$ cat src/logic/am_rx_cfg.svh
// build-time sizing for the AM receiver; include it wherever channel count or latency bound is needed.
`ifndef AM_RX_CFG_SVH
`define AM_RX_CFG_SVH

// --------------------------------------------------
// channel sizing
// --------------------------------------------------

// number of demodulator channels.
`define AM_NUM_CHAN 4

// bits needed to name one channel.
`define AM_CHAN_W 2

// worst case clocks from a load tick to the matching done tick.
`define AM_MAX_LATENCY 64

`endif

$ cat src/logic/am_rx_pkg.sv
// shared sample, result and state types for the AM receiver; import into any block that uses them.
`include "am_rx_cfg.svh"

package am_rx_pkg;

	// signed I or Q sample.
	typedef logic signed [7:0] sample_t;

	// root in the upper byte, lower byte always zero.
	typedef logic signed [15:0] demod_t;

	// channel tag carried with samples and results.
	typedef logic [`AM_CHAN_W-1:0] chan_t;

	// --------------------------------------------------
	// demodulator sequencing
	// --------------------------------------------------

	typedef enum logic [2:0] {
		st_idle,
		st_start_mult_i,
		st_multiply_i,
		st_start_mult_q,
		st_multiply_q,
		st_start_sqrt,
		st_wait_sqrt
	} mult_state_t;

	typedef enum logic [1:0] {
		sq_wait,
		sq_setup,
		sq_iterate,
		sq_finish
	} sqrt_phase_t;

endpackage

$ cat src/logic/iq_dispatch.sv
// steers each tagged I/Q pair to its demodulator, holds the pair until done and counts drops.
`timescale 1ns/1ps
`include "am_rx_cfg.svh"

module iq_dispatch import am_rx_pkg::*; #(
	parameter int NUM_CHAN = `AM_NUM_CHAN
) (
	input  logic                CLK,
	input  logic                RSTb,
	input  logic                iq_valid,
	input  chan_t               iq_chan,
	input  sample_t             i_data,
	input  sample_t             q_data,
	input  logic [NUM_CHAN-1:0] done_tick,
	output logic [NUM_CHAN-1:0] load_tick,
	output sample_t             i_hold [NUM_CHAN],
	output sample_t             q_hold [NUM_CHAN],
	output logic [15:0]         drop_count
);

	logic [NUM_CHAN-1:0] busy;
	logic                chan_ok;
	logic                accept;

	// tags past the last channel have nowhere to go.
	assign chan_ok = (int'(iq_chan) < NUM_CHAN);
	assign accept  = iq_valid && chan_ok && !busy[iq_chan];

	// --------------------------------------------------
	// busy tracking and drop counter
	// --------------------------------------------------

	always_ff @(posedge CLK) begin
		if (!RSTb) begin
			busy       <= '0;
			load_tick  <= '0;
			drop_count <= '0;
		end else begin
			load_tick <= '0;
			// a finished channel frees up one cycle after its done tick.
			busy <= busy & ~done_tick;
			if (accept) begin
				load_tick[iq_chan] <= 1'b1;
				busy[iq_chan]      <= 1'b1;
			end else if (iq_valid && drop_count != 16'hffff) begin
				drop_count <= drop_count + 16'd1;
			end
		end
	end

	// pair stays put while the channel works on it.
	always_ff @(posedge CLK) begin
		if (accept) begin
			i_hold[iq_chan] <= i_data;
			q_hold[iq_chan] <= q_data;
		end
	end

	// only one channel can start per clock.
	a_one_load: assert property (@(posedge CLK) disable iff (!RSTb)
		$onehot0(load_tick));

endmodule

$ cat config.mk
export PLATFORM = sky130hd
export DESIGN_NAME = iq_dispatch
export DESIGN_NICKNAME = d
export VERILOG_FILES = /design/src/logic/am_rx_pkg.sv /design/src/logic/iq_dispatch.sv
export VERILOG_INCLUDE_DIRS = /design/src /design/src/logic
export SDC_FILE = /design/constraint.sdc
export NUM_CORES = 1
export LEC_CHECK = 0
export BUFFER_PORTS_ARGS = -buffer_cell sky130_fd_sc_hd__clkbuf_2
export CAP_MARGIN = 25
export CORE_ASPECT_RATIO = 1.2
export CORE_MARGIN = 8
export CORE_UTILIZATION = 44
export CTS_CLUSTER_SIZE = 28
export DETAILED_ROUTE_END_ITERATION = 8
export GPL_TIMING_DRIVEN = 0
export MAX_ROUTING_LAYER = met4
export PLACE_DENSITY = 0.8
export SYNTH_ARGS = -nofsm -noshare
export SYNTH_HDL_FRONTEND = slang
export SYNTH_SLANG_ARGS = --single-unit
$ cat constraint.sdc
create_clock -name CLK -period 1.9 [get_ports CLK]
set_input_delay 0.095 -clock CLK [delete_from_list [all_inputs] [get_ports CLK]]
set_output_delay 0.095 -clock CLK [all_outputs]
set_load 0.02 [all_outputs]
* Word level (Yosys, flattened, before mapping)
Cells that the tools add are included.
Word-level totals: bits of input ports 25, word-level logic and storage cells 38, register bits after elaboration 88, output and inout port bits 84
Cells by class: mux-type cells 9, order comparisons 4, reduce and logical (&&, ||, !) cells 7, add/sub/neg operators 1, bitwise gates (word level) 5, equality and inequality tests 1
Operator list (count):
- 32-bit bitwise mux | 2
- 16-bit by 1-bit adder with 16-bit output, second input constant | 1
- 8-bit demux with 2-bit select | 1
- 16-bit inequality test, second input constant | 1
- 8-bit two-way mux | 1
- 4-bit bitwise AND | 1
- 1-bit logical AND | 4
- 4-bit two-way mux | 1
- 4-bit inverter | 1
- 4-bit bitwise OR | 1
- 2-bit AND reduction | 2
- 3-bit greater-or-equal comparator, second input constant | 1
- 2-bit by 3-bit < comparator with 1-bit output, second input constant | 1
- 3-bit by 1-bit < comparator with 1-bit output, second input constant | 1
- 2-bit inverter with 3-bit output | 1
- 1-bit binary-select mux with 2-bit select | 1
- 1-bit demux with 2-bit select | 1
- 2-bit by 1-bit greater-or-equal comparator with 1-bit output, second input constant | 1
- 1-bit two-way mux | 2
- 1-bit zero test | 1
- 1-bit inverter | 1

* Depth between registers and ports, before layout
Gate-level depths: netlist of the first run.
word-level depth 6, mapped depth 6, depth with buffers taken out 6

* Worst setup path after synthesis of the first run
No wires, ideal clock.
path type register to register, from reg busy[3], to reg i_hold[0] (netlist bit), enable pin, path buffers 0, arrival time 1624 ps, period minus slack after synthesis 2039 ps, required time 1485 ps, stages on the path, launching flop included 2, slack -139 ps, setup time 415 ps, cell sequence dfxtp_1 -> nor3b_1
On the way: longest elaborated chain between the ends 4
Ends and longest elaborated chain:
- start: declaration | line iq_dispatch.sv:21 | logic [NUM_CHAN-1:0] busy;
- start signal: assignment | line iq_dispatch.sv:41 | busy <= busy & ~done_tick;
- 1-bit binary-select mux with 2-bit select | line iq_dispatch.sv:27 | assign accept = iq_valid && chan_ok && !busy[iq_chan];
- 1-bit two-way mux (not written as such) | line iq_dispatch.sv:27
- 1-bit zero test | line iq_dispatch.sv:27
- 1-bit logical AND | line iq_dispatch.sv:27
- end signal: indexed assignment | line iq_dispatch.sv:54 | i_hold[iq_chan] <= i_data;
- end: declaration | line iq_dispatch.sv:16 | output sample_t i_hold [NUM_CHAN],
Every way passes these cells. The select of a mux whose other input is x is not followed. A chain may end at the register's enable or synchronous reset.

* Final worst setup path of the first run
from in iq_chan[1], to reg drop_count[7]
On the way: longest elaborated chain between the ends 6
Ends and longest elaborated chain:
- start: declaration | line iq_dispatch.sv:11 | input chan_t iq_chan,
- 1-bit binary-select mux with 2-bit select | line iq_dispatch.sv:27
- 1-bit two-way mux (not written as such) | line iq_dispatch.sv:27
- 1-bit zero test | line iq_dispatch.sv:27
- 1-bit logical AND | line iq_dispatch.sv:27
- 1-bit inverter (no line)
- 2-bit AND reduction (no line)
- end signal: assignment | line iq_dispatch.sv:46 | drop_count <= drop_count + 16'd1;
- end: declaration | line iq_dispatch.sv:18 | output logic [15:0] drop_count
Every way passes these cells. The select of a mux whose other input is x is not followed.

==> flow_summary.toml, run 1 <==
[clocking]
tritoncts = "yes"
cts_buffer_depth = 2
clkSlewWorstSetupHoldPaths_ns = 0.09
cts-root-buf = "clkbuf_8"
cts_sinks = 88
insertion_delay_ns = 0.35
htree_levels = 3
cts_made_buffers = 9

[power_and_ir_drop]
ir_worst_vdd_v = 0.0004260
p_clk_share_pct = 35.2
netSwitchingPower_mw = 0.8174
power_mw = 3.635
p_int_mw = 2.817
leakage_nw = 1.747
swShare_pct = 22.49
power_frac_comb_pct = 6.3
sequentialPowerShare_pct = 58.5
power_density_mw_per_mm2 = 854.7

[timing]
setup_viol = 0
fin_crit_ns = 1.788
rsz0062_at_grt = "no"
worstMarginPinSlew_ns = 0.9015
finClkSkew_ns = 0.007480
slew_headroom_pct = 39.71
fmax_mhz = 559.2
post-route-worst-setup-slack_ns = 0.1118
period_share_pct = 94.11
final_hold_viol_count = 0
whs_ns = 0.05194
setup_tns_ns = 0
drv_slew = 0

[synth]
synthTopCellsByArea = "edfxtp_1 (61%), dfxtp_1 (15%), mux2i_1 (2.9%)"
netlist_area_mm2 = 0.003144
synth_top_area_share_pct = 61.12
yosysMostFrequentCell = "edfxtp_1"
synth_area_per_cell_um2 = 16.55
yosysSeqAreaShare_pct = 76.40
ys_types = 32
synthCells = 190
yosysWarningCount = 0
synthesis.nets = 216
netlist_top_cells_count = "edfxtp_1 (64), dfxtp_1 (24), nand2_1 (15)"
synth-main-ff-cell = "edfxtp_1"
synth-seq-cells = 88
async_flop_share_pct = 0
yosys.area.top_type = "edfxtp_1"
synth-edff-count = 64

[die]
dieArea_mm2 = 0.01012
fp.dieW_um = 93.17
core-area_mm2 = 0.006895
pin_count = 109
rows = 33
start_util_pct = 45.60
dieHeight_um = 108.6

[critical_path]
crit_path_start_kind = "input pin"
r2r_end = "drop_count[7]"
cp-end-kind = "flip-flop"
path_delay_family = "buffers and inverters"
crit_end = "drop_count[7]"
max_stage_delay_ns = 0.56
r2r_cells = 7
cp.depth = 7
cp_common_cell = "mux2i_1"
crit_type = "in2reg"
r2r_start = "drop_count[1]"
startpoint = "iq_chan[1]"
cpMaxStageDelayCell = "dlygate4sd3_1"
path_cells = "dlygate4sd3_1 > buf_6 > mux2i_1 > o22a_4 > a2111oi_4 > and3_1 > mux2i_1"
worst-path-max-fanout = 8
arrival_ns = 2.06
cp.required_ns = 2.18
path_buf_inv = 2
r2r_slack_ns = 0.11

[grt]
gr-usage-all-layers_pct = 14.24
grt_max_degree = 18
grt_pass1_wl_um = 10650
grt_pass1_vias = 2048
grt-ovfl-total = 0
antenna_found_initial = 0

[drt]
vias = 2046
wl_per_cell_um = 16.12
viasPerCell = 4.871
drc = 0
drtIter0Drc = 81
drt_pass1_iterations = 4
wl_um = 6772
ant_nets = 0

[place]
dp.cells = 386
routabilityCongestion = 0.8111
place_area_mm2 = 0.003844
dp_hpwl_um = 5074
io_buffers = 107
post-place-ws_ns = -0.02407

[cells_and_area]
area_growth_pct = 35.26
drive_gt1_share_pct = 42.34
post-route-util_pct = 61.68
nets = 354
fill_cells = 524
final_area_mm2 = 0.004253
fin_cells = 420
diodes = 0

[run_status]
status = "complete, no violations"

[min_path]
hold_path_depth = 3
hold_class = "in2reg"

[job]
cap_violations = 0
[how the worst min path moves through the flow]
stage                   end  slack (ns)          from
2_1_floorplan     i_hold[0]        0.19     i_data[0]
3_3_place_gp     q_hold[21]        0.31     q_data[5]
3_5_place_dp     q_hold[21]        0.32     q_data[5]
4_1_cts        load_tick[2]       0.002    iq_chan[1]
5_1_grt             busy[3]        0.04  done_tick[3]
6_report            busy[2]        0.05  done_tick[2]
[routing by layer]
metal	global-route usage, %	wire (um)	vias to the layer above
li1	-	-	977
met1	17.02	2928	945
met2	20.33	2962	117
met3	6.861	803	7
met4	5.306	76	0
met5	-	0	-
[final cells by class]
| class | count | area [um2] | area share [%] |
|---|---|---|---|
| Clock buffer | 9 | 123.9 | 2.913 |
| Inverter | 3 | 11.26 | 0.2648 |
| Clock inverter | 7 | 78.83 | 1.853 |
| Sequential cell | 88 | 2404 | 56.52 |
| Tap cell | 87 | 108.9 | 2.560 |
| Timing Repair Buffer | 127 | 748.2 | 17.59 |
| Multi-Input combinational cell | 96 | 759.5 | 17.86 |
| Buffer | 3 | 18.77 | 0.4413 |
[worst register-to-register path, stage by stage, from the launching register on]
cell and delay (ns):
dfxtp_1 0.36, ha_2 0.22, nand4_4 0.15, nor3_4 0.07, buf_12 0.13, a2111oi_4 0.37, and3_1 0.23, mux2i_1 0.18
[power by group through the flow]
stage	clock network, mW	registers, mW	logic (mW)
detailed placement	0	2.17	0.205
CTS	1.32	2.13	0.231
finish	1.28	2.13	0.229
floorplan	0	2.22	0.0496
global route	1.40	2.13	0.249
global placement	0	2.17	0.194
[placed cells by master (no fill, tap or decap), types with 2 or more instances in the layout]
cell / synthesis / routed
mux2i_1: 9 / 9
and3_1: 2 / 2
xor2_1: 5 / 5
nor3b_2: 0 / 2
nor3_4: 1 / 3
nor2_1: 3 / 3
a211oi_1: 2 / 2
edfxtp_1: 64 / 64
clkbuf_8: 0 / 9
o21a_1: 4 / 4
nor2b_1: 5 / 5
nand2b_1: 8 / 8
nand3_1: 8 / 8
dlygate4sd3_1: 0 / 17
clkbuf_1: 2 / 2
buf_6: 1 / 3
nor3_1: 8 / 6
xnor2_1: 3 / 3
dfxtp_1: 24 / 23
clkbuf_2: 0 / 107
or3_1: 2 / 2
inv_1: 3 / 3
clkinv_4: 0 / 2
nand2_1: 15 / 15
and2_1: 8 / 8
[flip-flops by register name, summed over array words and instances (netlist names)]
name / cells
q_hold: 32
load_tick: 4
drop_count: 16
i_hold: 32
busy: 4
[cells by family after synthesis]
group,synth area share [%]
AOI/OAI and AO/OA,3.899
xor gates and xnor gates,2.229
adders and majority gates,0.3979
buffers and inverters,0.9551
DFF,76.40
muxes,2.865
and+or+nand+nor,13.25
[timing repair]
| action | in CTS | in global routing |
|---|---|---|
| buffers inserted | 0 | 1 |
| endpoints found under the hold margin | 64 | 1 |
| hold buffers | 16 | 1 |
| setup endpoints to repair | 1 | 13 |
| pin swaps | 1 | 2 |
| gates resized for setup | 0 | 4 |
Note: power is estimated with default switching activity, not from simulation.
==> run 2: changes to the inputs <==
GPL_TIMING_DRIVEN = unset   (was 0)
==> run 2 against run 1 <==
Compared with the run above: global-route usage decreased by 0.35 points; highest routed layer unchanged; routed wire length decreased by 0.30%; cell count grew 0.24%; combinational power down 3%; fmax about the same; non-clock buffer count rose by 1; worst setup slack gained 0.00060 ns; sequential share of layout area rose by 0.57 points; power about the same; count of clock-buffer cells in the layout is 1 higher; flip-flop and latch count did not move.
==> flow_summary.toml, run 2 (synthesis results as in run 1) <==
[timing]
whs_ns = 0.04578
slew_headroom_pct = 66.42
final_hold_viol_count = 0
worstMarginPinSlew_ns = 0.5038
drv_slew = 0
fmax_mhz = 559.4
period_share_pct = 94.08
finClkSkew_ns = 0.007778
fin_crit_ns = 1.788
rsz0062_at_grt = "no"
setup_viol = 0

[die]
start_util_pct = 45.60
dieArea_mm2 = 0.01012
rows = 33
pin_count = 109
core-area_mm2 = 0.006895
dieHeight_um = 108.6
fp.dieW_um = 93.17

[drt]
wl_per_cell_um = 16.04
wl_um = 6752
vias = 2019
drt_pass1_iterations = 4
drc = 0
viasPerCell = 4.796
drtIter0Drc = 71
ant_nets = 0

[critical_path]
worst-path-max-fanout = 6
cp-end-kind = "flip-flop"
cpMaxStageDelayCell = "dfxtp_2"
cp.depth = 6
crit_path_start_kind = "flip-flop"
path_delay_family = "simple AND/OR/NAND/NOR gates"
arrival_ns = 2.03
r2r_start = "drop_count[0]"
cp.required_ns = 2.14
r2r_cells = 6
path_cells = "ha_1 > nand4_2 > nor3_4 > a21oi_1 > xor2_1 > and2_1"
max_stage_delay_ns = 0.38
crit_type = "reg2reg"
startpoint = "drop_count[0]"
path_buf_inv = 0

[run_status]
status = "complete, no violations"

[grt]
gr-usage-all-layers_pct = 13.89
grt_pass1_wl_um = 10530
grt-ovfl-total = 0
grt_pass1_vias = 2051
grt_max_degree = 29
antenna_found_initial = 0

[min_path]
hold_path_depth = 3
hold_class = "in2reg"
worstHoldStart = "done_tick[2]"

[power_and_ir_drop]
leakage_nw = 1.756
p_clk_share_pct = 35.5
netSwitchingPower_mw = 0.8177
power_density_mw_per_mm2 = 864.0
ir_worst_vdd_v = 0.0004783
power_mw = 3.638
p_int_mw = 2.820
power_frac_comb_pct = 6.1
swShare_pct = 22.48
sequentialPowerShare_pct = 58.4

[clocking]
insertion_delay_ns = 0.34
cts-root-buf = "clkbuf_8"
htree_levels = 3
cts_made_buffers = 9
cts_sinks = 88
tritoncts = "yes"
cts_buffer_depth = 2
clkSlewWorstSetupHoldPaths_ns = 0.09

[place]
dp_hpwl_um = 4850
routabilityCongestion = 0.8099
io_buffers = 108

[cells_and_area]
area_growth_pct = 33.90
nets = 355
diodes = 0
final_cell_mix = "clkbuf_2 (108), edfxtp_1 (64), dfxtp_1 (23)"
final_common_cell = "clkbuf_2"
top_regs = "i_hold x32, q_hold x32, drop_count x16"
drive_gt1_share_pct = 42.81

[job]
cap_violations = 0
run 2: cell count changes in the layout (fill, tap and decap cells not counted), sizes merged:
cell,before,now
buf,4,7
dlygate4sd3,17,16
clkinv,3,2
clkinvlp,1,0
inv,5,6
run 2: routing by layer:
layer  global-route usage, %  routed length, um  vias to the layer above
li1                        -                  -                      976
met1                   16.89               3039                      938
met2                   20.27               2990                       98
met3                   6.237                645                        7
met4                   4.152                 76                        0
met5                       -                  0                        -
run 2: worst min-delay path, stage by stage:
cell and delay [ns]:
clkbuf_2 0.07, nor2b_1 0.03, o21a_1 0.15
run 2: layout make-up:
class | instances | area, um2
timing repair buffer | 131 | 753.2
sequential | 88 | 2404
clock buffer | 10 | 127.6
tap | 87 | 108.9
multi-input combinational | 96 | 732.0
clock inverter | 6 | 73.82
fill | 518 | 2685
inverter | 3 | 11.26
run 2: worst paths after layout:
check | end | slack, ns
setup reg to reg | drop_count[0] | 0.11
setup / recovery | drop_count[0] | 0.11
hold / removal | busy[2] | 0.05
hold reg to reg | drop_count[10] | 0.49
run 2: through the flow:
stage | std cells | setup TNS (ns) | cell area [um2] | setup slack, ns | utilization [%]
after detailed placement | 389 | -0.02022 | 3847 | -0.02022 | 55.80
final | 421 | 0 | 4210 | 0.1124 | 61.06
after global routing | 421 | 0 | 4210 | 0.03215 | 61.06
after global placement | 389 | 0 | 3847 | 0.1309 | 55.80
after CTS | 421 | 0 | 4209 | 0.04269 | 61.04
after floorplan | 190 | 0 | 3164 | 0.01042 | -
run 2: power by group through the flow:
stage / logic [mW] / registers (mW) / clock network, mW
2_1_floorplan: 0.0496 / 2.22 / 0
3_3_place_gp: 0.195 / 2.17 / 0
3_5_place_dp: 0.200 / 2.17 / 0
4_1_cts: 0.226 / 2.13 / 1.33
5_1_grt: 0.241 / 2.13 / 1.42
6_report: 0.222 / 2.13 / 1.29
run 2: what timing repair did:
action | 4_1_cts | 5_1_grt
buffers inserted | 0 | 0
gates resized for setup | 0 | 1
endpoints found under the setup margin | 1 | 3
hold buffers | 16 | 0
pin swaps | 1 | 0
endpoints found under the hold margin | 64 | 0
