`config.mk`:
```
export PLATFORM = sky130hd
export DESIGN_NAME = am_demod_lite
export DESIGN_NICKNAME = d
export VERILOG_FILES = /design/src/logic/am_rx_pkg.sv /design/src/logic/am_demod_lite.sv
export VERILOG_INCLUDE_DIRS = /design/src /design/src/logic
export SDC_FILE = /design/constraint.sdc
export NUM_CORES = 1
export LEC_CHECK = 0
export ABC_AREA = 1
export BUFFER_PORTS_ARGS = -buffer_cell sky130_fd_sc_hd__buf_2
export CORE_ASPECT_RATIO = 1.75
export CORE_MARGIN = 1
export CORE_UTILIZATION = 55
export DETAILED_ROUTE_END_ITERATION = 7
export PLACE_DENSITY = 0.85
export SLEW_MARGIN = 25
export SYNTH_ARGS = -nofsm -noshare
export SYNTH_HDL_FRONTEND = slang
export SYNTH_SLANG_ARGS = --single-unit
export TNS_END_PERCENT = 5
```
`constraint.sdc`:
```
create_clock -name CLK -period 3.2 [get_ports CLK]
set_input_delay 0.32 -clock CLK [delete_from_list [all_inputs] [get_ports CLK]]
set_output_delay 0.32 -clock CLK [all_outputs]
set_load 0.01 [all_outputs]
```
`src/logic/am_rx_cfg.svh`:
```
// build-time sizing for the AM receiver; include it wherever channel count or latency bound is needed.
`ifndef AM_RX_CFG_SVH
`define AM_RX_CFG_SVH

// --------------------------------------------------
// channel sizing
// --------------------------------------------------

// number of demodulator channels.
`define AM_NUM_CHAN 4

// bits needed to name one channel.
`define AM_CHAN_W 2

// worst case clocks from a load tick to the matching done tick.
`define AM_MAX_LATENCY 64

`endif

```
`src/logic/am_rx_pkg.sv`:
```
// shared sample, result and state types for the AM receiver; import into any block that uses them.
`include "am_rx_cfg.svh"

package am_rx_pkg;

	// signed I or Q sample.
	typedef logic signed [7:0] sample_t;

	// root in the upper byte, lower byte always zero.
	typedef logic signed [15:0] demod_t;

	// channel tag carried with samples and results.
	typedef logic [`AM_CHAN_W-1:0] chan_t;

	// --------------------------------------------------
	// demodulator sequencing
	// --------------------------------------------------

	typedef enum logic [2:0] {
		st_idle,
		st_start_mult_i,
		st_multiply_i,
		st_start_mult_q,
		st_multiply_q,
		st_start_sqrt,
		st_wait_sqrt
	} mult_state_t;

	typedef enum logic [1:0] {
		sq_wait,
		sq_setup,
		sq_iterate,
		sq_finish
	} sqrt_phase_t;

endpackage

```
`src/logic/am_demod_lite.sv`:
```
// per-channel AM envelope stage: squares I and Q, halves the sum and takes its square root.
`timescale 1ns/1ps
`include "am_rx_cfg.svh"

module am_demod_lite import am_rx_pkg::*; (
	input  logic    CLK,
	input  logic    RSTb,
	input  sample_t i_in,
	input  sample_t q_in,
	input  logic    load_tick,
	output demod_t  demod_out,
	output logic    out_tick
);

	localparam int LAT_W = $clog2(`AM_MAX_LATENCY) + 1;

	mult_state_t        state;
	logic [2:0]         m_count;
	logic signed [16:0] mult_a;
	logic [7:0]         mult_b;
	logic [16:0]        sum;

	sqrt_phase_t        sq_phase;
	logic [1:0]         step;
	logic [2:0]         iter;
	logic               sqrt_done;
	logic [15:0]        rad;
	logic [7:0]         root;
	logic [9:0]         left;
	logic [9:0]         right;
	logic [9:0]         rem;

	logic [LAT_W-1:0]   lat_cnt;

	// --------------------------------------------------
	// shift-add squaring of I then Q
	// --------------------------------------------------

	always_ff @(posedge CLK) begin
		if (!RSTb) begin
			state   <= st_idle;
			m_count <= '0;
		end else begin
			case (state)
				st_idle:
					if (load_tick)
						state <= st_start_mult_i;
				st_start_mult_i: begin
					m_count <= '0;
					state   <= st_multiply_i;
				end
				st_multiply_i: begin
					m_count <= m_count + 3'd1;
					if (m_count == 3'd7)
						state <= st_start_mult_q;
				end
				st_start_mult_q: begin
					m_count <= '0;
					state   <= st_multiply_q;
				end
				st_multiply_q: begin
					m_count <= m_count + 3'd1;
					if (m_count == 3'd7)
						state <= st_start_sqrt;
				end
				st_start_sqrt:
					state <= st_wait_sqrt;
				st_wait_sqrt:
					if (sqrt_done)
						state <= st_idle;
				default:
					state <= st_idle;
			endcase
		end
	end

	always_ff @(posedge CLK) begin
		case (state)
			st_idle:
				if (load_tick)
					sum <= '0;
			st_start_mult_i: begin
				mult_a <= {{9{i_in[7]}}, i_in};
				mult_b <= i_in;
			end
			st_start_mult_q: begin
				mult_a <= {{9{q_in[7]}}, q_in};
				mult_b <= q_in;
			end
			st_multiply_i, st_multiply_q: begin
				// bit 7 carries negative weight in two's complement.
				if (mult_b[0]) begin
					if (m_count == 3'd7)
						sum <= sum - $unsigned(mult_a);
					else
						sum <= sum + $unsigned(mult_a);
				end
				mult_a <= mult_a <<< 1;
				mult_b <= mult_b >> 1;
			end
			default: ;
		endcase
	end

	// --------------------------------------------------
	// non-restoring square root, three clocks per bit
	// --------------------------------------------------

	always_ff @(posedge CLK) begin
		if (!RSTb) begin
			sq_phase  <= sq_wait;
			step      <= '0;
			iter      <= '0;
			out_tick  <= 1'b0;
			sqrt_done <= 1'b0;
		end else begin
			out_tick  <= 1'b0;
			sqrt_done <= 1'b0;
			case (sq_phase)
				sq_wait:
					if (state == st_start_sqrt)
						sq_phase <= sq_setup;
				sq_setup: begin
					step     <= '0;
					iter     <= '0;
					sq_phase <= sq_iterate;
				end
				sq_iterate: begin
					if (step == 2'd2) begin
						step <= '0;
						iter <= iter + 3'd1;
						if (iter == 3'd7)
							sq_phase <= sq_finish;
					end else begin
						step <= step + 2'd1;
					end
				end
				sq_finish: begin
					out_tick  <= 1'b1;
					sqrt_done <= 1'b1;
					sq_phase  <= sq_wait;
				end
				default:
					sq_phase <= sq_wait;
			endcase
		end
	end

	always_ff @(posedge CLK) begin
		case (sq_phase)
			sq_setup: begin
				// half the power, so the root is the rms of the pair.
				rad   <= sum[16:1];
				left  <= '0;
				right <= '0;
				rem   <= '0;
				root  <= '0;
			end
			sq_iterate: begin
				case (step)
					2'd0: begin
						right <= {root, rem[9], 1'b1};
						left  <= {rem[7:0], rad[15:14]};
						rad   <= {rad[13:0], 2'b00};
					end
					2'd1: begin
						// negative remainder means add back this time.
						if (rem[9])
							rem <= left + right;
						else
							rem <= left - right;
					end
					2'd2:
						root <= {root[6:0], ~rem[9]};
					default: ;
				endcase
			end
			sq_finish:
				demod_out <= {root, 8'd0};
			default: ;
		endcase
	end

	// --------------------------------------------------
	// latency watch
	// --------------------------------------------------

	always_ff @(posedge CLK) begin
		if (!RSTb)
			lat_cnt <= '0;
		else if (out_tick)
			lat_cnt <= '0;
		else if (load_tick || lat_cnt != '0)
			lat_cnt <= lat_cnt + 1'b1;
	end

	// the dispatcher must not reload a channel that is still working.
	a_load_idle: assert property (@(posedge CLK) disable iff (!RSTb)
		load_tick |-> state == st_idle);

	a_latency: assert property (@(posedge CLK) disable iff (!RSTb)
		lat_cnt <= LAT_W'(`AM_MAX_LATENCY));

endmodule

```
==> After elaboration in Yosys (flattened, before gate mapping) <==
Cells that the tools add are included.
{ "word_totals": {"ff_bits": 118} }
{ "op_classes": {"n_addsub": 7, "eq_ne": 23, "mux": 32, "bitwise": 1, "reduce_logical": 15} }
{ "ops": {"columns": ["op", "n"], "rows": [
  ["$pmux 10 s2", 3],
  ["$mux 17", 3],
  ["$pmux 17 s3", 1],
  ["$mux 10", 4],
  ["$pmux 17 s2", 1],
  ["$pmux 16 s2", 1],
  ["$pmux 8 s3", 1],
  ["$pmux 3 s7", 1],
  ["$add 17x17->17", 1],
  ["$sub 17x17->17", 1],
  ["$mux 16", 1],
  ["$ne 2x2->1 const B", 8],
  ["$pmux 8 s2", 1],
  ["$eq 3x3->1 const B", 5],
  ["$mux 3", 5],
  ["$pmux 3 s2", 2],
  ["$add 10x10->10", 1],
  ["$sub 10x10->10", 1],
  ["$mux 2", 4],
  ["$mux 8", 1],
  ["$pmux 2 s4", 1],
  ["$add 3x1->3 const B", 2],
  ["$eq 2x2->1 const B", 3],
  ["$eq 3x2->1 const B", 2],
  ["15 further kinds", 24]
]} }

==> Longest topological paths before layout <==
Gate-level depths: netlist of run 1.
{ "depth": {"ltp_word": 4, "mapped_depth": 17} }

==> Worst setup path after synthesis of run 1 <==
Ideal clock, no wire load.
{ "synth_path": {"path_kind": "reg-to-reg", "startpoint": "register m_count[0]", "endpoint": "register sum[12], data pin", "setup_ns": 0.255, "arrival_ns": 2.242, "required_time_ns": 2.945, "setup_slack_ns": 0.702, "path_stages_with_launch": 16, "n_path_buf": 1, "period_less_slack_ns": 2.498, "cell_sequence": "dfxtp_1 ha_1 ha_1 clkbuf_1 o21ai_0 xor2_1 inv_1 ha_1 nand2_1 inv_1 a21oi_1 nand2_1 nand2_1 nand2_1 o21ai_0 nor2_1"} }
{ "synth_via": {"elab_chain_cells": 4} }
{ "synth_rtl": {"columns": ["element", "line_no", "rtl"], "rows": [
  ["start, declared", "am_demod_lite.sv:18", "logic [2:0] m_count;"],
  ["start signal, assigned", "am_demod_lite.sv:53", "m_count <= m_count + 3'd1;"],
  ["start signal, assigned", "am_demod_lite.sv:62", "m_count <= m_count + 3'd1;"],
  ["$eq 3x3->1", "am_demod_lite.sv:93", "if (m_count == 3'd7)"],
  ["$mux 17", "am_demod_lite.sv:93", null],
  ["$mux 17", "am_demod_lite.sv:92", "if (mult_b[0]) begin"],
  ["$pmux 17 s2", "am_demod_lite.sv:78", "case (state)"],
  ["end signal, assigned", "am_demod_lite.sv:94", "sum <= sum - $unsigned(mult_a);"],
  ["end signal, assigned", "am_demod_lite.sv:96", "sum <= sum + $unsigned(mult_a);"],
  ["end, declared", "am_demod_lite.sv:21", "logic [16:0] sum;"]
]} }
Every way passes these cells. The select of a mux whose other input is x is not followed.
A chain may end at the register's enable or synchronous reset.

==> Worst setup path in the final report of run 1 <==
{ "layout_path": {"startpoint": "register m_count[0]", "endpoint": "register sum[16], data pin"} }
Same word-level chain as after synthesis.

==> flow_summary.ini, run 1 <==
[floorplanning]
initial_core_util_pct = 56.5
die_area_um2 = 12300
die_x_um = 84.2
coreArea_um2 = 11500
ios = 36
die_y_um = 146
core.rowCount = 52

[synth]
synth_top_cells_by_count = nand2_1, edfxtp_1, inv_1
synth-edff-count = 103
synth.yosys.warnings = 0
syn-cell-area_um2 = 6510
synth_ff_type = edfxtp_1
synthAdderAreaFrac_pct = 7.34
yosysTopAreaCell = edfxtp_1
avgSynthCellArea_um2 = 8.89
yosys_register_bits = 117
synth_compound_area_share_pct = 9.73
synthCells = 732
synth-simple-area-share_pct = 19.9
async_reset_ff_share_pct = 0
synth_top_area_share_pct = 47.5
synth.area.top_cells = edfxtp_1, nand2_1, ha_1
synth_mux_area_share_pct = 0
synth_xor_xnor_area_share_pct = 2.96
synth_top_family_by_area = simple AND/OR/NAND/NOR gates
ys_types = 39
ys_seq_area_share_pct = 51.8
synth_most_common_cell = nand2_1

[sta]
setup_viol = 0
rsz0062_at_grt = no
period_needed_ps = 2880
max_freq_mhz = 348
fin_crit_sh_pct = 89.9
timing.final.ws_setup_ps = 324
hold_violations = 0
worstMarginPinSlew_ps = 525
relSlewSlack_pct = 65.0
skew_ps = 8.20
tns_ps = 0
worst_hold_slack_ps = 194
slew_violations = 0

[worst_setup_path]
path_class = register to register
worstReg2RegStart = m_count[0]$_SDFFE_PN0P_
worst_path_dominant_cell_family = simple AND/OR/NAND/NOR gates
worstPathRequired_ps = 3370
cp_common_cell = nand2_1
crit_buf_inv = 2
cp-startpoint = m_count[0]$_SDFFE_PN0P_
worstPathArrival_ps = 3050
startpoint_type = register
path_cells = ha_1 -> ha_1 -> buf_4 -> o21ai_0 -> xor2_1 -> inv_1 -> ha_1 -> nand2_1 -> nor2_1 -> nand3_1 -> nand2_1 -> nand2_1 -> nand2_1 -> nand3_1 -> nand2_1 -> nor2_1
cp_slowest_cell = ha_1
max_stage_delay_ps = 350
endpoint_kind = register
path_max_fanout = 10

[place]
dp_hpwl_mm = 9.29
place_area_um2 = 6770
pre_cts_slack_ps = 300
numPortBuffers = 27
gp_congestion = 0.942
dp_cells = 888

[routing]
post_drt_wl_per_cell_um = 14.3
vias = 4930
wl_mm = 13.1
dr.pass1.iters = 8
drc = 4
avgViaCountPerCell = 5.36
ant_nets = 0
first_iter_violations = 305

[layout]
fin_area_um2 = 7360
fin_nets = 828
area_delta_synth_final_pct = 13.0
antenna_cells = 0
final_util_pct = 63.9
layout-drive-gt1-share_pct = 11.6
stdcell_count = 920

[power]
power_density_nw_per_um2 = 1210
p_leak_nw = 3.47
ir_worst_vdd_v = 0.000697
power_mw = 8.94

[clocking]
cts_htree_levels = 4
cts_buffers = 17
clk_latency_ps = 420
clkSlewWorstSetupHoldPaths_ps = 60
max-clock-path-buffers = 2
cts_resized = 0
ctsHoldBuffers = 0
tritoncts = done
tritoncts_num_sinks = 117
post_cts_buffers = 0
clockRootBuffer = clkbuf_16

[global_route]
grt_overflow = 0
grt_first_pass_wirelength_mm = 22.1
antenna_found_initial = 0
grt_pass1_vias = 5022
grt_use_total_pct = 23.3
grt_max_degree = 50

[hold_path]
min-delay-path-class = input pin to register
hold_start = i_in[0]

[status]
violations = DRC
status = complete, but fails checks

[job]
drv_cap = 0
## routing by layer
layer	global-route usage, %	routed length, µm	up-vias
li1	-	-	2468
met1	22.8	4750	2261
met2	44.2	7290	160
met3	5.39	565	41
met4	12.8	508	0
met5	0	0	-
## layout by cell type (no fill, tap or decap), drive strengths merged, types with 8 or more instances in the layout
cell type and instances:
nor2 57, buf 33, ha 35, dfxtp 14, xor2 19, conb 8, inv 115, o21ai 50
a21oi 49, clkbuf 17, edfxtp 103, nand3 30, nand2 215
## power by group
group          switching, mW  internal (mW)  total, mW
clock                  0.787           1.11       1.89
sequential             0.349           2.64       2.99
combinational           2.76           1.29       4.05
total                   3.90           5.04       8.94
## worst paths after layout
kind	cells past startpoint	end	slack, ps
worst max-delay path	16	sum[16]$_SDFFCE_PP0P_	320
worst max register to register	16	sum[16]$_SDFFCE_PP0P_	320
worst min-delay path	3	mult_a[0]$_DFFE_PP_	190
worst min register to register	0	demod_out[9]$_DFFE_PP_	440
## cells by family after synthesis
kind of cell / Yosys count
DFF: 117
adders and majority gates: 37
xor gates and xnor gates: 22
other: 1
and+or+nand+nor: 316
AOI/OAI and AO/OA: 112
buffers and inverters: 127
## sequential cells by signal, indices dropped and copies added, names as in the netlist
signal,cells
mult_a,17
sum,17
rad,16
left,10
right,10
rem,9
demod_out,8
mult_b,8
root,8
iter,3
m_count,3
state,3
sq_phase,2
step,2
sqrt_done,1
## worst reg2reg max path: cells and delay by family, from the launching register on
| family | cells | cell delay (ps) |
|---|---|---|
| AO/OA/AOI/OAI | 1 | 220 |
| XOR/XNOR | 1 | 170 |
| adder cells (fa/ha/maj) | 3 | 760 |
| buffers and inverters | 2 | 240 |
| AND/OR/NAND/NOR | 9 | 920 |
| flip-flops | 1 | 320 |
## final cells by class
class	count	area (µm²)
Clock buffer	17	425
Clock inverter	15	164
Fill cell	902	4160
Inverter	108	410
Multi-Input combinational cell	495	2640
Sequential cell	117	3370
Tap cell	135	169
Timing Repair Buffer	33	180
Power figures use the tool's default switching activity.
==> inputs of run 2 (changes only) <==
--- a/config.mk
+++ b/config.mk
@@ -10,9 +10,9 @@
 export BUFFER_PORTS_ARGS = -buffer_cell sky130_fd_sc_hd__buf_2
 export CORE_ASPECT_RATIO = 1.75
 export CORE_MARGIN = 1
-export CORE_UTILIZATION = 55
+export CORE_UTILIZATION = 30
 export DETAILED_ROUTE_END_ITERATION = 7
-export PLACE_DENSITY = 0.85
+export PLACE_DENSITY = 0.57
 export SLEW_MARGIN = 25
 export SYNTH_ARGS = -nofsm -noshare
 export SYNTH_HDL_FRONTEND = slang
==> run 2 against run 1 <==
Effect of this change: utilization shrank 29 points; design area up 2.7%; global-route usage down 10 points; final cell count rose by 17%; the flow now finishes without violations; largest cell class unchanged; largest power group unchanged; count of clock-buffer cells in the layout did not move.
==> flow_summary.ini, run 2 (synthesized netlist as in run 1, its figures left out) <==
[routing]
ant_nets = 0
vias = 4766
wl_mm = 13.2
avgViaCountPerCell = 4.42
drc = 0
first_iter_violations = 173
dr.pass1.iters = 4
post_drt_wl_per_cell_um = 12.3

[global_route]
antenna_found_initial = 0
busiest_layer = met2
grt_max_degree = 50
grt_overflow = 0
grt_first_pass_wirelength_mm = 22.3
use_met2_pct = 24.5
use_met3_pct = 2.92
grt_use_total_pct = 13.0
met1_usage_pct = 12.4
grt_pass1_vias = 4852

[worst_setup_path]
startpoint_type = register
max_stage_delay_ps = 400
reg2reg_depth = 14
path_class = register to register
worstPathRequired_ps = 3380
worstPathArrival_ps = 2950
reg2reg_to = sum[15]$_SDFFCE_PP0P_
worst_path_dominant_cell_family = simple AND/OR/NAND/NOR gates
crit_buf_inv = 2
cp-startpoint = mult_a[1]$_DFFE_PP_
cp_num_cells = 14
path_cells = inv_1 -> ha_1 -> nand3_1 -> nor2_1 -> a31oi_1 -> xor2_1 -> inv_1 -> ha_1 -> nand2_1 -> nor3_1 -> and2_1 -> nand2_1 -> a21oi_1 -> nor2_1
endpoint_kind = register
cp-endpoint = sum[15]$_SDFFCE_PP0P_
r2r_slack_ps = 430
cp_slowest_cell = edfxtp_1
worstReg2RegStart = mult_a[1]$_DFFE_PP_
path_max_fanout = 7

[sta]
worstMarginPinSlew_ps = 532
setup_viol = 0
tns_ps = 0
period_needed_ps = 2770
relSlewSlack_pct = 64.5
skew_ps = 11.3
hold_violations = 0
fin_crit_sh_pct = 86.6
rsz0062_at_grt = no
max_freq_mhz = 361
slew_violations = 0
worst_hold_slack_ps = 184

[power]
seq_power_share_pct = 33.7
p_leak_nw = 3.47
pwr-share-clk_pct = 21.2
p_int_mw = 4.96
power_density_nw_per_um2 = 1170
p_sw_mw = 3.87
p_comb_share_pct = 45.1
power_mw = 8.83
switching_share_pct = 43.8
ir_worst_vdd_v = 0.000420

[job]
drv_cap = 0

[clocking]
clockRootBuffer = clkbuf_16
max-clock-path-buffers = 2
clkSlewWorstSetupHoldPaths_ps = 70
cts_buffers = 17
tritoncts_num_sinks = 117
cts_resized = 0
cts_htree_levels = 4
clk_latency_ps = 430
ctsHoldBuffers = 0
post_cts_buffers = 0
tritoncts = done

[floorplanning]
die_x_um = 113
ios = 36
die_y_um = 197
core.rowCount = 71
coreArea_um2 = 21400
die_area_um2 = 22300
initial_core_util_pct = 30.4

[hold_path]
min-delay-path-class = input pin to register

[layout]
area_delta_synth_final_pct = 16.1
fin_nets = 829
final_common_cell = nand2_1
largestRegisters = mult_a x17, sum x17, rad x16
final_cell_mix = nand2_1, edfxtp_1, inv_1
layout-drive-gt1-share_pct = 11.7
antenna_cells = 0

[status]
status = completed

[place]
gp_congestion = 0.871
dp_hpwl_mm = 9.90
numPortBuffers = 27
-- run 2: per-layer routing --
metal | up-vias | wire length [µm]
li1 | 2472 | -
met4 | 0 | 558
met3 | 36 | 302
met2 | 77 | 7170
met1 | 2181 | 5190
met5 | - | 0
-- run 2: tightest hold or removal path, cell delays in order --
cell and delay, ps:
buf_2 150, nand2_1 70, inv_1 30
-- run 2: per-stage QoR --
step	cell area (µm²)	std cells	setup WS (ps)	util (%)
after floorplan	6540	739	702	-
after global placement	6970	1046	357	32.6
after detailed placement	6970	1046	314	32.6
after CTS	7560	1078	306	35.3
after global routing	7560	1078	126	35.3
final	7560	1078	429	35.3
-- run 2: area by class of cell --
type | instances | area (µm²)
well taps | 292 | 365
fillers | 2229 | 13900
flip-flops and latches | 117 | 3370
clock inverters | 15 | 160
repair buffers | 34 | 188
clock buffers | 17 | 425
inverters | 108 | 410
multi-input cells | 495 | 2640
-- run 2: power by group through the flow --
stage | Clock (mW) | Sequential (mW) | Combinational (mW)
after floorplan | 0 | 2.91 | 3.10
after global placement | 0 | 3.00 | 3.99
after detailed placement | 0 | 3.01 | 4.03
after CTS | 1.91 | 2.99 | 4.05
after global routing | 1.97 | 3.05 | 4.62
final | 1.87 | 2.97 | 3.98
-- run 2: how the worst min path moves through the flow --
stage | cells after the start | start | end | slack, ps
after floorplan | 2 | RSTb | sqrt_done$_SDFF_PN0_ | 410
after global placement | 0 | root[5]$_SDFFCE_PN0P_ | demod_out[13]$_DFFE_PP_ | 440
after detailed placement | 0 | root[5]$_SDFFCE_PN0P_ | demod_out[13]$_DFFE_PP_ | 440
after CTS | 3 | RSTb | sqrt_done$_SDFF_PN0_ | 170
after global routing | 3 | q_in[0] | mult_a[0]$_DFFE_PP_ | 200
final | 3 | RSTb | sqrt_done$_SDFF_PN0_ | 180
==> inputs of run 3 (changes only) <==
==> constraint.sdc (replaced) <==
create_clock -name CLK -period 3 [get_ports CLK]
set_input_delay 0.3 -clock CLK [delete_from_list [all_inputs] [get_ports CLK]]
set_output_delay 0.3 -clock CLK [all_outputs]
set_load 0.01 [all_outputs]
==> run 3 against run 2 <==
Effect of this change: sequential share of layout area is 0.11 points lower; non-clock buffer count did not move; critical path depth fell by 1; first-iteration DRC count increased by 12%; clock skew fell by 3.1 ps; clock power rose by 8%; final cell count did not move; design area is 0.25% higher; critical endpoint unchanged; largest cell class unchanged.
==> flow_summary.ini, run 3 (synthesized netlist as in run 1, its figures left out) <==
[status]
status = completed

[place]
numPortBuffers = 27
dp_cells = 1046
dp_hpwl_mm = 9.77
gp_congestion = 0.872

[power]
p_sw_mw = 4.11
switching_share_pct = 43.3
ir_worst_vdd_v = 0.000472
p_leak_nw = 3.47
p_int_mw = 5.38
power_density_nw_per_um2 = 1250
seq_power_share_pct = 33.5
pwr-share-clk_pct = 21.3
p_comb_share_pct = 45.2

[floorplanning]
die_y_um = 197
die_x_um = 113
die_area_um2 = 22300
core.rowCount = 71
initial_core_util_pct = 30.4
coreArea_um2 = 21400
ios = 36

[layout]
area_delta_synth_final_pct = 16.4
largestRegisters = mult_a x17, sum x17, rad x16
antenna_cells = 0
layout-drive-gt1-share_pct = 12.5
fin_nets = 829
final_util_pct = 35.4
stdcell_count = 1078
final_cell_mix = nand2_1, edfxtp_1, inv_1
final_common_cell = nand2_1

[hold_path]
hold_end = mult_a[0]$_DFFE_PP_
hold_start = i_in[0]
min-delay-path-class = input pin to register
min_path_cells = 3

[clocking]
tritoncts_num_sinks = 117
clockRootBuffer = clkbuf_16
cts_resized = 0
post_cts_buffers = 0
ctsHoldBuffers = 0
clkSlewWorstSetupHoldPaths_ps = 60
tritoncts = done
cts_buffers = 17
clk_latency_ps = 420
max-clock-path-buffers = 2
cts_htree_levels = 4

[global_route]
grt_max_degree = 50
grt_use_total_pct = 13.0
antenna_found_initial = 0
grt_first_pass_wirelength_mm = 22.2
grt_pass1_vias = 4810
grt_overflow = 0

[routing]
first_iter_violations = 193
ant_nets = 0
vias = 4731
post_drt_wl_per_cell_um = 12.2
dr.pass1.iters = 4
drc = 0
wl_mm = 13.2
avgViaCountPerCell = 4.39

[worst_setup_path]
path_max_fanout = 10
r2r_slack_ps = 310
reg2reg_depth = 13
worstReg2RegStart = m_count[0]$_SDFFE_PN0P_
endpoint_kind = register
worstPathArrival_ps = 2870
worstPathRequired_ps = 3170
reg2reg_to = sum[15]$_SDFFCE_PP0P_
startpoint_type = register
path_class = register to register

[sta]
setup_viol = 0
fin_crit_sh_pct = 89.8
tns_ps = 0
worst_hold_slack_ps = 180
relSlewSlack_pct = 64.3
skew_ps = 8.22
rsz0062_at_grt = no
slew_violations = 0
period_needed_ps = 2690
worstMarginPinSlew_ps = 534
max_freq_mhz = 371
hold_violations = 0

[job]
drv_cap = 0
-- run 3: cell count changes in the layout (fill, tap and decap cells not counted), moves of 2 or more --
cell	change
nand2_1	-3
o21ai_0	-2
inv_6	-3
nand2_2	+3
clkinv_8	-3
o21ai_1	+2
inv_8	+2
clkinv_4	+3
-- run 3: critical path, cell delays in order, from the launching register on --
cell,delay [ps]
dfxtp_1,320
ha_1,190
ha_1,200
buf_4,180
a31oi_1,200
xor2_1,160
inv_1,60
ha_2,400
nand2_1,100
nor3_1,180
and2_1,160
nand2_1,70
a21oi_1,150
nor2_1,60
-- run 3: power by group through the flow --
| stage | clock network [mW] | registers [mW] | logic [mW] |
|---|---|---|---|
| after floorplan | 0 | 3.10 | 3.31 |
| after global placement | 0 | 3.20 | 4.24 |
| after detailed placement | 0 | 3.21 | 4.28 |
| final | 2.02 | 3.18 | 4.30 |
| after CTS | 2.07 | 3.19 | 4.31 |
| after global routing | 2.13 | 3.26 | 4.98 |
-- run 3: how the worst max path moves through the flow --
stage	startpoint	endpoint	depth (start not counted)
2_1_floorplan	m_count[0]$_SDFFE_PN0P_	sum[12]$_SDFFCE_PP0P_	15
3_3_place_gp	m_count[0]$_SDFFE_PN0P_	sum[12]$_SDFFCE_PP0P_	16
3_5_place_dp	m_count[0]$_SDFFE_PN0P_	sum[16]$_SDFFCE_PP0P_	17
4_1_cts	m_count[0]$_SDFFE_PN0P_	sum[16]$_SDFFCE_PP0P_	17
5_1_grt	mult_a[2]$_DFFE_PP_	sum[16]$_SDFFCE_PP0P_	13
6_report	m_count[0]$_SDFFE_PN0P_	sum[15]$_SDFFCE_PP0P_	13
-- run 3: final cells by class --
cell class	instances	area, µm²
fillers	2189	13800
flip-flops and latches	117	3370
clock buffers	17	425
inverters	108	410
clock inverters	15	161
multi-input cells	495	2650
repair buffers	34	188
well taps	292	365
-- run 3: per-stage QoR --
stage / worst slack (ps) / total power, mW / cell area (µm²)
floorplan: 502 / 6.41 / 6540
global placement: 177 / 7.44 / 6970
detailed placement: 141 / 7.50 / 6970
CTS: 126 / 9.57 / 7560
global route: 0.327 / 10.4 / 7580
finish: 306 / 9.49 / 7580
-- run 3: layer usage --
layer | GRT usage (%) | part of all wire (%) | vias to the layer above
met3 | 2.71 | 2.1 | 25
met1 | 12.9 | 40 | 2143
met2 | 24.8 | 54 | 84
li1 | - | - | 2479
met4 | 7.21 | 3.2 | 0
met5 | 0 | 0 | -
